$ cat config.mk
export PLATFORM = sky130hd
export DESIGN_NAME = flit_buffer
export DESIGN_NICKNAME = d
export VERILOG_FILES = /design/src/rtl/flit_buffer_pkg.sv /design/src/rtl/vc_ptr_ctrl.sv /design/src/rtl/vc_addr_gen.sv /design/src/rtl/flit_ram.sv /design/src/rtl/flit_buffer.sv
export VERILOG_INCLUDE_DIRS = /design/src /design/src/rtl
export SDC_FILE = /design/constraint.sdc
export NUM_CORES = 1
export LEC_CHECK = 0
export ABC_AREA = 1
export BUFFER_PORTS_ARGS = -buffer_cell sky130_fd_sc_hd__buf_2
export CAP_MARGIN = 20
export CELL_PAD_IN_SITES_DETAIL_PLACEMENT = 1
export CELL_PAD_IN_SITES_GLOBAL_PLACEMENT = 1
export CORE_MARGIN = 5
export CORE_UTILIZATION = 30
export DETAILED_ROUTE_END_ITERATION = 16
export GPL_TIMING_DRIVEN = 0
export PLACE_DENSITY_LB_ADDON = 0.2
export SYNTH_ARGS = -nofsm -noshare
export SYNTH_HDL_FRONTEND = slang
export SYNTH_HIERARCHICAL = 1
export SYNTH_SLANG_ARGS = --single-unit
$ cat constraint.sdc
create_clock -name clk -period 3.7 [get_ports clk]
set_input_delay 0.925 -clock clk [delete_from_list [all_inputs] [get_ports clk]]
set_output_delay 0.925 -clock clk [all_outputs]
set_load 0.01 [all_outputs]
$ cat src/rtl/flit_buffer_params.svh
`ifndef FLIT_BUFFER_PARAMS_SVH
`define FLIT_BUFFER_PARAMS_SVH

// number of virtual channels sharing one flit memory
`define FB_NUM_VC 2

// flits per VC, must be a power of two so the pointers wrap by themselves
`define FB_VC_DEPTH 4

// payload bits carried by each flit
`define FB_PAYLOAD_W 32

// binary VC index, at least one bit
`define FB_VC_IDX_W ((`FB_NUM_VC > 1) ? $clog2(`FB_NUM_VC) : 1)

// per-VC pointer, at least one bit
`define FB_PTR_W ((`FB_VC_DEPTH > 1) ? $clog2(`FB_VC_DEPTH) : 1)

// occupancy count, one extra bit to tell full from empty
`define FB_DEPTH_W (`FB_PTR_W + 1)

`endif

$ cat src/rtl/flit_buffer_pkg.sv
package flit_buffer_pkg;

`include "flit_buffer_params.svh"

    // flit kind, msb marks a head and lsb marks a tail
    typedef enum logic [1:0] {
        FLIT_BODY   = 2'b00,
        FLIT_TAIL   = 2'b01,
        FLIT_HEAD   = 2'b10,
        FLIT_SINGLE = 2'b11
    } flit_kind_e;

    // stored and returned flit, kind on top of the payload
    typedef struct packed {
        flit_kind_e                kind;
        logic [`FB_PAYLOAD_W-1:0] payload;
    } flit_t;

    // one bit per VC
    typedef logic [`FB_NUM_VC-1:0] vc_onehot_t;

    // binary VC number
    typedef logic [`FB_VC_IDX_W-1:0] vc_idx_t;

    // slot inside one VC region
    typedef logic [`FB_PTR_W-1:0] buf_ptr_t;

    // one pointer per VC, VC 0 in the low slice
    typedef buf_ptr_t [`FB_NUM_VC-1:0] vc_ptr_vec_t;

    // shared memory address, VC region picks the upper bits
    typedef struct packed {
        vc_idx_t  vc;
        buf_ptr_t ptr;
    } ram_addr_t;

endpackage

$ cat src/rtl/vc_ptr_ctrl.sv
`timescale 1ns/1ps
`include "flit_buffer_params.svh"

module vc_ptr_ctrl import flit_buffer_pkg::*; (
    input  logic        clk,
    input  logic        reset,
    input  logic        wr_en,
    input  vc_onehot_t  vc_num_wr,
    input  logic        rd_en,
    input  vc_onehot_t  vc_num_rd,
    input  vc_onehot_t  ssa_rd,
    output vc_ptr_vec_t wr_ptrs,
    output vc_ptr_vec_t rd_ptrs,
    output vc_onehot_t  rd_vc,
    output logic        wr_fire,
    output logic        rd_fire,
    output vc_onehot_t  vc_not_empty
);

    // count value of a full VC
    localparam logic [`FB_DEPTH_W-1:0] depth_full = `FB_DEPTH_W'(`FB_VC_DEPTH);

    // flits held per VC
    logic [`FB_NUM_VC-1:0][`FB_DEPTH_W-1:0] depth;

    // requested and accepted operations, one bit per VC
    vc_onehot_t wr_req;
    vc_onehot_t wr_ok;
    vc_onehot_t rd_ok;

    // normal read wins, speculative SA read only when rd_en is low
    assign rd_vc  = rd_en ? vc_num_rd : ssa_rd;
    assign wr_req = wr_en ? vc_num_wr : '0;

    always_comb begin
        for (int i = 0; i < `FB_NUM_VC; i++) begin
            vc_not_empty[i] = (depth[i] != '0);
            // full VC refuses the write, even with a read in the same cycle
            wr_ok[i] = wr_req[i] && (depth[i] != depth_full);
            // empty VC ignores the read
            rd_ok[i] = rd_vc[i] && vc_not_empty[i];
        end
    end

    // at most one VC per strobe since selects are one-hot
    assign wr_fire = |wr_ok;
    assign rd_fire = |rd_ok;

    always_ff @(posedge clk or posedge reset) begin
        if (reset) begin
            wr_ptrs <= '0;
            rd_ptrs <= '0;
            depth   <= '0;
        end else begin
            for (int i = 0; i < `FB_NUM_VC; i++) begin
                // pointers wrap inside the VC region
                if (wr_ok[i]) begin
                    wr_ptrs[i] <= wr_ptrs[i] + 1'b1;
                end
                if (rd_ok[i]) begin
                    rd_ptrs[i] <= rd_ptrs[i] + 1'b1;
                end
                // write and read together leave the count alone
                if (wr_ok[i] && !rd_ok[i]) begin
                    depth[i] <= depth[i] + 1'b1;
                end else if (!wr_ok[i] && rd_ok[i]) begin
                    depth[i] <= depth[i] - 1'b1;
                end
            end
        end
    end

endmodule

$ cat src/rtl/vc_addr_gen.sv
`timescale 1ns/1ps
`include "flit_buffer_params.svh"

module vc_addr_gen import flit_buffer_pkg::*; (
    input  vc_onehot_t  vc_num_wr,
    input  vc_onehot_t  rd_vc,
    input  vc_ptr_vec_t wr_ptrs,
    input  vc_ptr_vec_t rd_ptrs,
    output ram_addr_t   wr_addr,
    output ram_addr_t   rd_addr
);

    // one-hot select to shared memory address
    // each VC contributes its number and pointer only when its bit is set,
    // so an all-zero select yields address zero
    function automatic ram_addr_t onehot_addr(
        input vc_onehot_t  sel,
        input vc_ptr_vec_t ptrs
    );
        ram_addr_t addr;
        addr = '0;
        for (int i = 0; i < `FB_NUM_VC; i++) begin
            // masked OR gives the binary VC index
            addr.vc  = addr.vc | (vc_idx_t'(i) & {`FB_VC_IDX_W{sel[i]}});
            // same mask picks that VC's pointer
            addr.ptr = addr.ptr | (ptrs[i] & {`FB_PTR_W{sel[i]}});
        end
        return addr;
    endfunction

    // write side follows the raw write select
    // the memory only stores on wr_fire
    assign wr_addr = onehot_addr(vc_num_wr, wr_ptrs);

    // read side follows the chosen read source
    assign rd_addr = onehot_addr(rd_vc, rd_ptrs);

endmodule

$ cat src/rtl/flit_ram.sv
`timescale 1ns/1ps
`include "flit_buffer_params.svh"

module flit_ram import flit_buffer_pkg::*; (
    input  logic      clk,
    input  logic      reset,
    input  logic      wr_fire,
    input  ram_addr_t wr_addr,
    input  flit_t     din,
    input  logic      rd_fire,
    input  ram_addr_t rd_addr,
    output flit_t     dout
);

    // one region of FB_VC_DEPTH slots per VC
    flit_t mem [`FB_NUM_VC * `FB_VC_DEPTH];

    // store accepted writes only
    always_ff @(posedge clk) begin
        if (wr_fire) begin
            mem[wr_addr] <= din;
        end
    end

    // read register, holds its value on refused or missing reads
    // write and read of one slot never meet, a VC with room
    // and data has distinct read and write pointers
    always_ff @(posedge clk or posedge reset) begin
        if (reset) begin
            dout <= '0;
        end else if (rd_fire) begin
            dout <= mem[rd_addr];
        end
    end

endmodule

$ cat src/rtl/flit_buffer.sv
`timescale 1ns/1ps

module flit_buffer import flit_buffer_pkg::*; (
    input  logic       clk,
    input  logic       reset,
    input  flit_t      din,
    input  logic       wr_en,
    input  vc_onehot_t vc_num_wr,
    input  logic       rd_en,
    input  vc_onehot_t vc_num_rd,
    input  vc_onehot_t ssa_rd,
    output flit_t      dout,
    output vc_onehot_t vc_not_empty
);

    // per-VC pointers
    vc_ptr_vec_t wr_ptrs;
    vc_ptr_vec_t rd_ptrs;

    // chosen read VC, one-hot
    vc_onehot_t rd_vc;

    // accepted operations
    logic wr_fire;
    logic rd_fire;

    // shared memory addresses
    ram_addr_t wr_addr;
    ram_addr_t rd_addr;

    // pointers, counts and acceptance
    vc_ptr_ctrl u_ptr_ctrl (
        .clk          (clk),
        .reset        (reset),
        .wr_en        (wr_en),
        .vc_num_wr    (vc_num_wr),
        .rd_en        (rd_en),
        .vc_num_rd    (vc_num_rd),
        .ssa_rd       (ssa_rd),
        .wr_ptrs      (wr_ptrs),
        .rd_ptrs      (rd_ptrs),
        .rd_vc        (rd_vc),
        .wr_fire      (wr_fire),
        .rd_fire      (rd_fire),
        .vc_not_empty (vc_not_empty)
    );

    // select to address conversion
    vc_addr_gen u_addr_gen (
        .vc_num_wr (vc_num_wr),
        .rd_vc     (rd_vc),
        .wr_ptrs   (wr_ptrs),
        .rd_ptrs   (rd_ptrs),
        .wr_addr   (wr_addr),
        .rd_addr   (rd_addr)
    );

    // shared storage with registered output
    flit_ram u_ram (
        .clk     (clk),
        .reset   (reset),
        .wr_fire (wr_fire),
        .wr_addr (wr_addr),
        .din     (din),
        .rd_fire (rd_fire),
        .rd_addr (rd_addr),
        .dout    (dout)
    );

endmodule

==> results.py, run 1 <==
metrics = {
    "drt": {
        "vias_per_cell": 4.50,
        "firstDrtPassIters": 4,
        "num_vias": 9412,
        "drc": 0,
        "ant_nets": 0,
        "routed_wl_mm": 40.2,
        "wl_per_cell_um": 19.2,
        "first_iter_violations": 429,
    },
    "yosys": {
        "synth-seq-area-share_pct": 68.8,
        "postSynthAreaPerCell_um2": 10.2,
        "synth_area_leaders": "edfxtp_1 (60%), nand2_1 (13%), dfrtp_1 (8.8%)",
        "syn_area_um2": 13600,
        "synth_compound_area_share_pct": 0,
        "yosysTopAreaCellShare_pct": 59.9,
        "synth_common_cells": "nand2_1 (477), edfxtp_1 (272), inv_1 (230)",
        "ys_types": 21,
        "synth.most_common_cell": "nand2_1",
        "async_reset_ff_share_pct": 15.0,
        "synth-xor-area-share_pct": 0.129,
        "synthMuxAreaShare_pct": 0,
        "synthAdderAreaFrac_pct": 0.477,
        "synth-simple-area-share_pct": 21.9,
        "synthFlopType": "edfxtp_1",
        "yosys_warnings": 6,
        "synth_top_family_by_area": "simple AND/OR/NAND/NOR gates",
        "synth_edf_count": 272,
        "netlist_instances": 1332,
        "synthesis.nets": 1380,
        "ys_ff_latch": 320,
        "yosysTopAreaCell": "edfxtp_1",
    },
    "place": {
        "dp_hpwl_mm": 26.1,
        "place_ws_ns": 0.624,
        "numPortBuffers": 79,
        "finalWeightedCongestion": 0.740,
    },
    "power_and_ir_drop": {
        "pwr_density_cell_nw_per_um2": 732,
        "peakVddDrop_mv": 0.259,
        "power_leakage_uw": 0.00718,
    },
    "final_layout": {
        "nFillCells": 5077,
        "n_antenna_cell": 0,
        "nets": 1509,
        "syn_to_final_growth_pct": 19.4,
        "drive_above_1_share_pct": 13.0,
    },
    "setup_path": {
        "critical_path.max_fanout": 10,
        "worstSetupEndpointType": "register",
        "crit_path_start_kind": "input pin",
        "cp.arrival_ns": 3.02,
        "worstSetupPathType": "in2reg",
        "cp.required_ns": 4.18,
    },
    "global_route": {
        "antenna_found_initial": 2,
        "grt_usage_pct": 16.1,
        "grt_pass1_vias": 10000,
        "grt-ovfl-total": 0,
        "grt_start_max_net_pins": 24,
        "grt_pass1_wl_mm": 60.4,
    },
    "sta": {
        "rsz0062_at_grt": "no",
        "slew_headroom_pct": 37.8,
        "setup_viol_count_final": 0,
        "period_needed_ns": 2.55,
        "worstMarginPinSlew_ns": 0.932,
        "setup_tns_ns": 0,
        "fmax_mhz": 392,
        "setup_ws_ns": 1.15,
        "clock_skew_ns": 0.0132,
        "min_period_over_period_pct": 68.9,
        "hold_viol": 0,
        "final-max-slew-violation-count": 0,
    },
    "clock_network": {
        "clkLatencyLatePin_ns": 0.54,
        "postCtsResizedCells": 0,
        "clockBufferDepth": 3,
        "numCtsBuffers": 39,
        "cts_tree": "yes",
        "cts.sinks": 320,
        "cts_max_level": 2,
        "post-cts-setup-buffer-count": 0,
        "root_buffer": "clkbuf_16",
        "clk_pin_slew_worst_paths_ns": 0.06,
        "cts_hold_buffers": 0,
    },
    "floorplan": {
        "die_area_um2": 49800,
        "core.rowCount": 78,
        "coreArea_um2": 45200,
        "die_x_um": 223,
        "io_pins": 80,
        "start_util_pct": 30.2,
        "die_height_um": 223,
    },
    "run": {
        "max_cap_violations": 0,
    },
    "hold_path": {
        "hp-class": "in2async",
    },
    "outcome": {
        "status": "finished clean",
    },
}
-- worst max-delay path, cell delays in order --
cell and delay [ns]:
buf_2 0.11, inv_1 0.06, nand2_1 0.06, nand2_2 0.15
buf_4 0.13, buf_2 0.24, clkinv_1 0.33, clkbuf_1 0.50
nand3_1 0.22, nand3_1 0.17, nand2_1 0.12
-- worst paths after layout --
kind / from / endpoint / slack (ns) / depth (start not counted)
setup / recovery: rd_en / u_ram/dout[18]$_DFFE_PP0P_ / 1.15 / 11
hold / removal: reset / u_ram/dout[16]$_DFFE_PP0P_ / 0.42 / 2
setup reg to reg: u_ptr_ctrl/depth[0]$_DFFE_PP0P_ / u_ram/mem[4][3]$_DFFE_PP_ / 1.36 / 7
hold reg to reg: u_ram/dout[3]$_DFFE_PP0P_ / u_ram/dout[3]$_DFFE_PP0P_ / 0.47 / 2
max in group asynchronous: reset / u_ram/dout[1]$_DFFE_PP0P_ / 2.75 / 3
min in group clk: u_ram/dout[3]$_DFFE_PP0P_ / u_ram/dout[3]$_DFFE_PP0P_ / 0.47 / 2
-- layout make-up --
cell class | count | area [µm²] | area share, %
Sequential cell | 320 | 9370 | 57.6
Multi-Input combinational cell | 718 | 3130 | 19.2
Clock buffer | 58 | 1110 | 6.82
Inverter | 234 | 878 | 5.40
Tap cell | 600 | 751 | 4.61
Timing Repair Buffer | 88 | 591 | 3.63
Buffer | 60 | 309 | 1.90
Clock inverter | 12 | 134 | 0.823
-- kinds of logic (layout without fill, tap and decap cells) --
group                    after synthesis  in the layout
XOR/XNOR                               2              2
adder cells (fa/ha/maj)                4              4
buffers and inverters                294            452
flip-flops                           320            320
AND/OR/NAND/NOR                      712            712
-- through the flow --
stage / instance area [µm²] / total power (µW) / hold WS [ns] / utilization, % / instances
2_1_floorplan: 13600 / 6800 / 0.462 / - / 1332
3_3_place_gp: 14800 / 8180 / 0.459 / 32.7 / 2011
3_5_place_dp: 15000 / 8330 / 0.463 / 33.3 / 2020
4_1_cts: 16300 / 12100 / 0.412 / 36.0 / 2090
5_1_grt: 16300 / 12600 / 0.432 / 36.0 / 2090
6_report: 16300 / 11900 / 0.422 / 36.0 / 2090
-- power by group --
part           internal, µW  leakage (µW)  total (µW)  switching (µW)
Sequential             4450       0.00304        4690             232
Clock                  2280      0.000606        3740            1460
Combinational          1040       0.00354        3480            2440
-- placed cells by master (no fill, tap or decap), drive strengths merged --
master / count
inv: 233
edfxtp: 272
dfrtp: 48
clkbuf: 76
nor2: 10
buf: 130
xnor2: 2
clkinv: 10
ha: 2
bufinv: 3
nand3: 214
nand2: 486
fa: 2
nand4: 2
-- state kept, by name (all words and copies together), names as in the netlist --
signal and cells:
u_ptr_ctrl/wr_ptrs 4, u_ram/dout 34, u_ptr_ctrl/rd_ptrs 4, u_ptr_ctrl/depth 6, u_ram/mem 272
-- layer usage --
metal  global-route usage, %  wire [µm]
met1                    20.5      18000
met2                    28.4      19900
met3                    2.72       1480
met4                    4.35        767
met5                       0         21
Power figures use the tool's default switching activity.
==> inputs of run 2 (changes only) <==
clock period = 2.1 ns   (was 3.7 ns; I/O delays follow)
==> run 2 against run 1 <==
Sequential power is 76% higher. Global-route usage hardly changed. Register-to-register slack worse by 1.2 ns. Final area is 1.4% higher. Cell count is 0.67% higher. Sequential cell count stayed put. First-iteration DRC count is 13% higher. Via count is 0.69% higher. Clock power is 69% higher. Highest routed layer unchanged. Count of clock-buffer cells in the layout is 7 lower. Setup slack worse by 1.0 ns.
==> results.py, run 2 (synthesis gave the netlist of run 1 again) <==
metrics = {
    "floorplan": {
        "io_pins": 80,
        "die_area_um2": 49800,
        "core.rowCount": 78,
        "start_util_pct": 30.2,
        "die_x_um": 223,
        "die_height_um": 223,
        "coreArea_um2": 45200,
    },
    "drt": {
        "firstDrtPassIters": 4,
        "first_iter_violations": 483,
        "wl_per_cell_um": 19.2,
        "num_vias": 9477,
        "routed_wl_mm": 40.3,
        "drc": 0,
        "vias_per_cell": 4.50,
        "ant_nets": 0,
    },
    "power_and_ir_drop": {
        "p_comb_share_pct": 30.3,
        "power_leakage_uw": 0.00736,
        "power_uw": 20900,
        "seqPwrFrac_pct": 39.5,
        "net-switching-power_uw": 7310,
        "peakVddDrop_mv": 0.486,
        "internal_power_uw": 13600,
        "p_sw_share_pct": 35.0,
        "p_clk_share_pct": 30.2,
        "pwr_density_cell_nw_per_um2": 1270,
    },
    "setup_path": {
        "r2r_setup_slack_ns": 0.11,
        "cp.required_ns": 2.56,
        "r2r_start": "u_ptr_ctrl/rd_ptrs[1]$_DFFE_PP0P_",
        "crit_start": "u_ptr_ctrl/rd_ptrs[1]$_DFFE_PP0P_",
        "worstSetupPathType": "reg2reg",
        "endpoint": "u_ram/dout[18]$_DFFE_PP0P_",
        "r2r_end": "u_ram/dout[18]$_DFFE_PP0P_",
        "crit_path_start_kind": "register",
        "rr_worst_depth": 10,
        "worstSetupEndpointType": "register",
        "cp.arrival_ns": 2.44,
        "critical_path.max_fanout": 10,
    },
    "place": {
        "finalWeightedCongestion": 0.718,
        "dp_hpwl_mm": 26.0,
        "numPortBuffers": 79,
    },
    "sta": {
        "min_period_over_period_pct": 94.5,
        "fmax_mhz": 504,
        "hold_ws_ns": 0.0417,
        "worstMarginPinSlew_ns": 0.872,
        "slew_headroom_pct": 41.9,
        "hold_viol": 0,
        "clock_skew_ns": 0.0224,
        "period_needed_ns": 1.99,
        "setup_viol_count_final": 0,
        "final-max-slew-violation-count": 0,
    },
    "final_layout": {
        "layout_commonest_cell": "nand2_1",
        "largest_register_ffs": 272,
        "reg_top3": "u_ram/mem: 272 flops, u_ram/dout: 34 flops, u_ptr_ctrl/depth: 6 flops",
        "syn_to_final_growth_pct": 21.0,
        "final_util_pct": 36.5,
        "top_register": "u_ram/mem",
        "layout_common_cells": "nand2_1 (476), edfxtp_1 (272), inv_1 (229), nand3_1 (214), buf_2 (95)",
        "drive_above_1_share_pct": 16.2,
        "nets": 1524,
    },
    "clock_network": {
        "cts_max_level": 2,
        "clockBufferDepth": 3,
        "root_buffer": "clkbuf_16",
        "numCtsBuffers": 37,
        "cts.sinks": 320,
        "clkLatencyLatePin_ns": 0.53,
        "cts_hold_buffers": 0,
        "clk_pin_slew_worst_paths_ns": 0.06,
        "cts_tree": "yes",
    },
    "global_route": {
        "grt_usage_pct": 16.1,
        "grt_pass1_vias": 9948,
        "grt_pass1_wl_mm": 60.4,
        "antenna_found_initial": 3,
        "grt_start_max_net_pins": 23,
        "grt-ovfl-total": 0,
    },
    "hold_path": {
        "hp-class": "in2async",
    },
    "outcome": {
        "status": "finished clean",
    },
    "run": {
        "max_cap_violations": 0,
    },
}
-- run 2: what timing repair did --
item | in CTS | in global routing
resized for setup | 12 | 39
cloned | 1 | 0
setup buffers | 12 | 4
pin swaps | 7 | 1
setup endpoints to repair | 219 | 46
-- run 2: area by class of cell --
| type | count | area, µm² |
|---|---|---|
| clock buffers | 51 | 1060 |
| multi-input cells | 719 | 3150 |
| inverters | 234 | 882 |
| fillers | 5048 | 28700 |
| diodes | 1 | 2.50 |
| flip-flops and latches | 320 | 9370 |
| repair buffers | 104 | 778 |
| plain buffers | 60 | 364 |
| well taps | 600 | 751 |
| clock inverters | 15 | 139 |
-- run 2: worst max-delay path, stage by stage (launching register included) --
cell,delay [ns]
dfrtp_1,0.41
nand2_1,0.09
nand2_1,0.05
buf_2,0.22
inv_2,0.13
buf_4,0.23
buf_2,0.33
nand3_1,0.12
nand3_1,0.09
nand3_1,0.16
nand2_1,0.10
-- run 2: metal layers --
layer | global-route usage (%) | share of wire (%)
met4 | 4.86 | 2.8
met5 | 0 | 0.099
met3 | 2.54 | 3.3
met1 | 20.6 | 45
met2 | 28.0 | 49
-- run 2: how the worst min path moves through the flow --
stage | startpoint | end | cells after the start
4_1_cts | reset | u_ram/dout[14]$_DFFE_PP0P_ | 2
3_3_place_gp | u_ram/dout[3]$_DFFE_PP0P_ | u_ram/dout[3]$_DFFE_PP0P_ | 2
6_report | reset | u_ram/dout[14]$_DFFE_PP0P_ | 2
2_1_floorplan | reset | u_ptr_ctrl/depth[0]$_DFFE_PP0P_ | 1
5_1_grt | reset | u_ram/dout[14]$_DFFE_PP0P_ | 2
3_5_place_dp | u_ram/dout[3]$_DFFE_PP0P_ | u_ram/dout[3]$_DFFE_PP0P_ | 2
-- run 2: per-stage QoR --
stage / worst slack [ns] / TNS [ns] / instance area, µm² / std cells
finish: 0.115 / 0 / 16500 / 2104
global route: -0.000550 / -0.000550 / 16500 / 2104
CTS: 0.00618 / 0 / 16400 / 2099
detailed placement: -0.597 / -98.94 / 15000 / 2020
global placement: -1.50 / -418.07 / 14800 / 2011
floorplan: -0.167 / -43.37 / 13600 / 1332
-- run 2: power groups by stage --
stage | clock network [µW] | logic [µW] | registers [µW]
after global placement | 0 | 6010 | 8390
after detailed placement | 0 | 6250 | 8390
after floorplan | 0 | 3500 | 8490
final | 6320 | 6340 | 8260
after global routing | 6750 | 7050 | 8360
after CTS | 6520 | 6420 | 8270
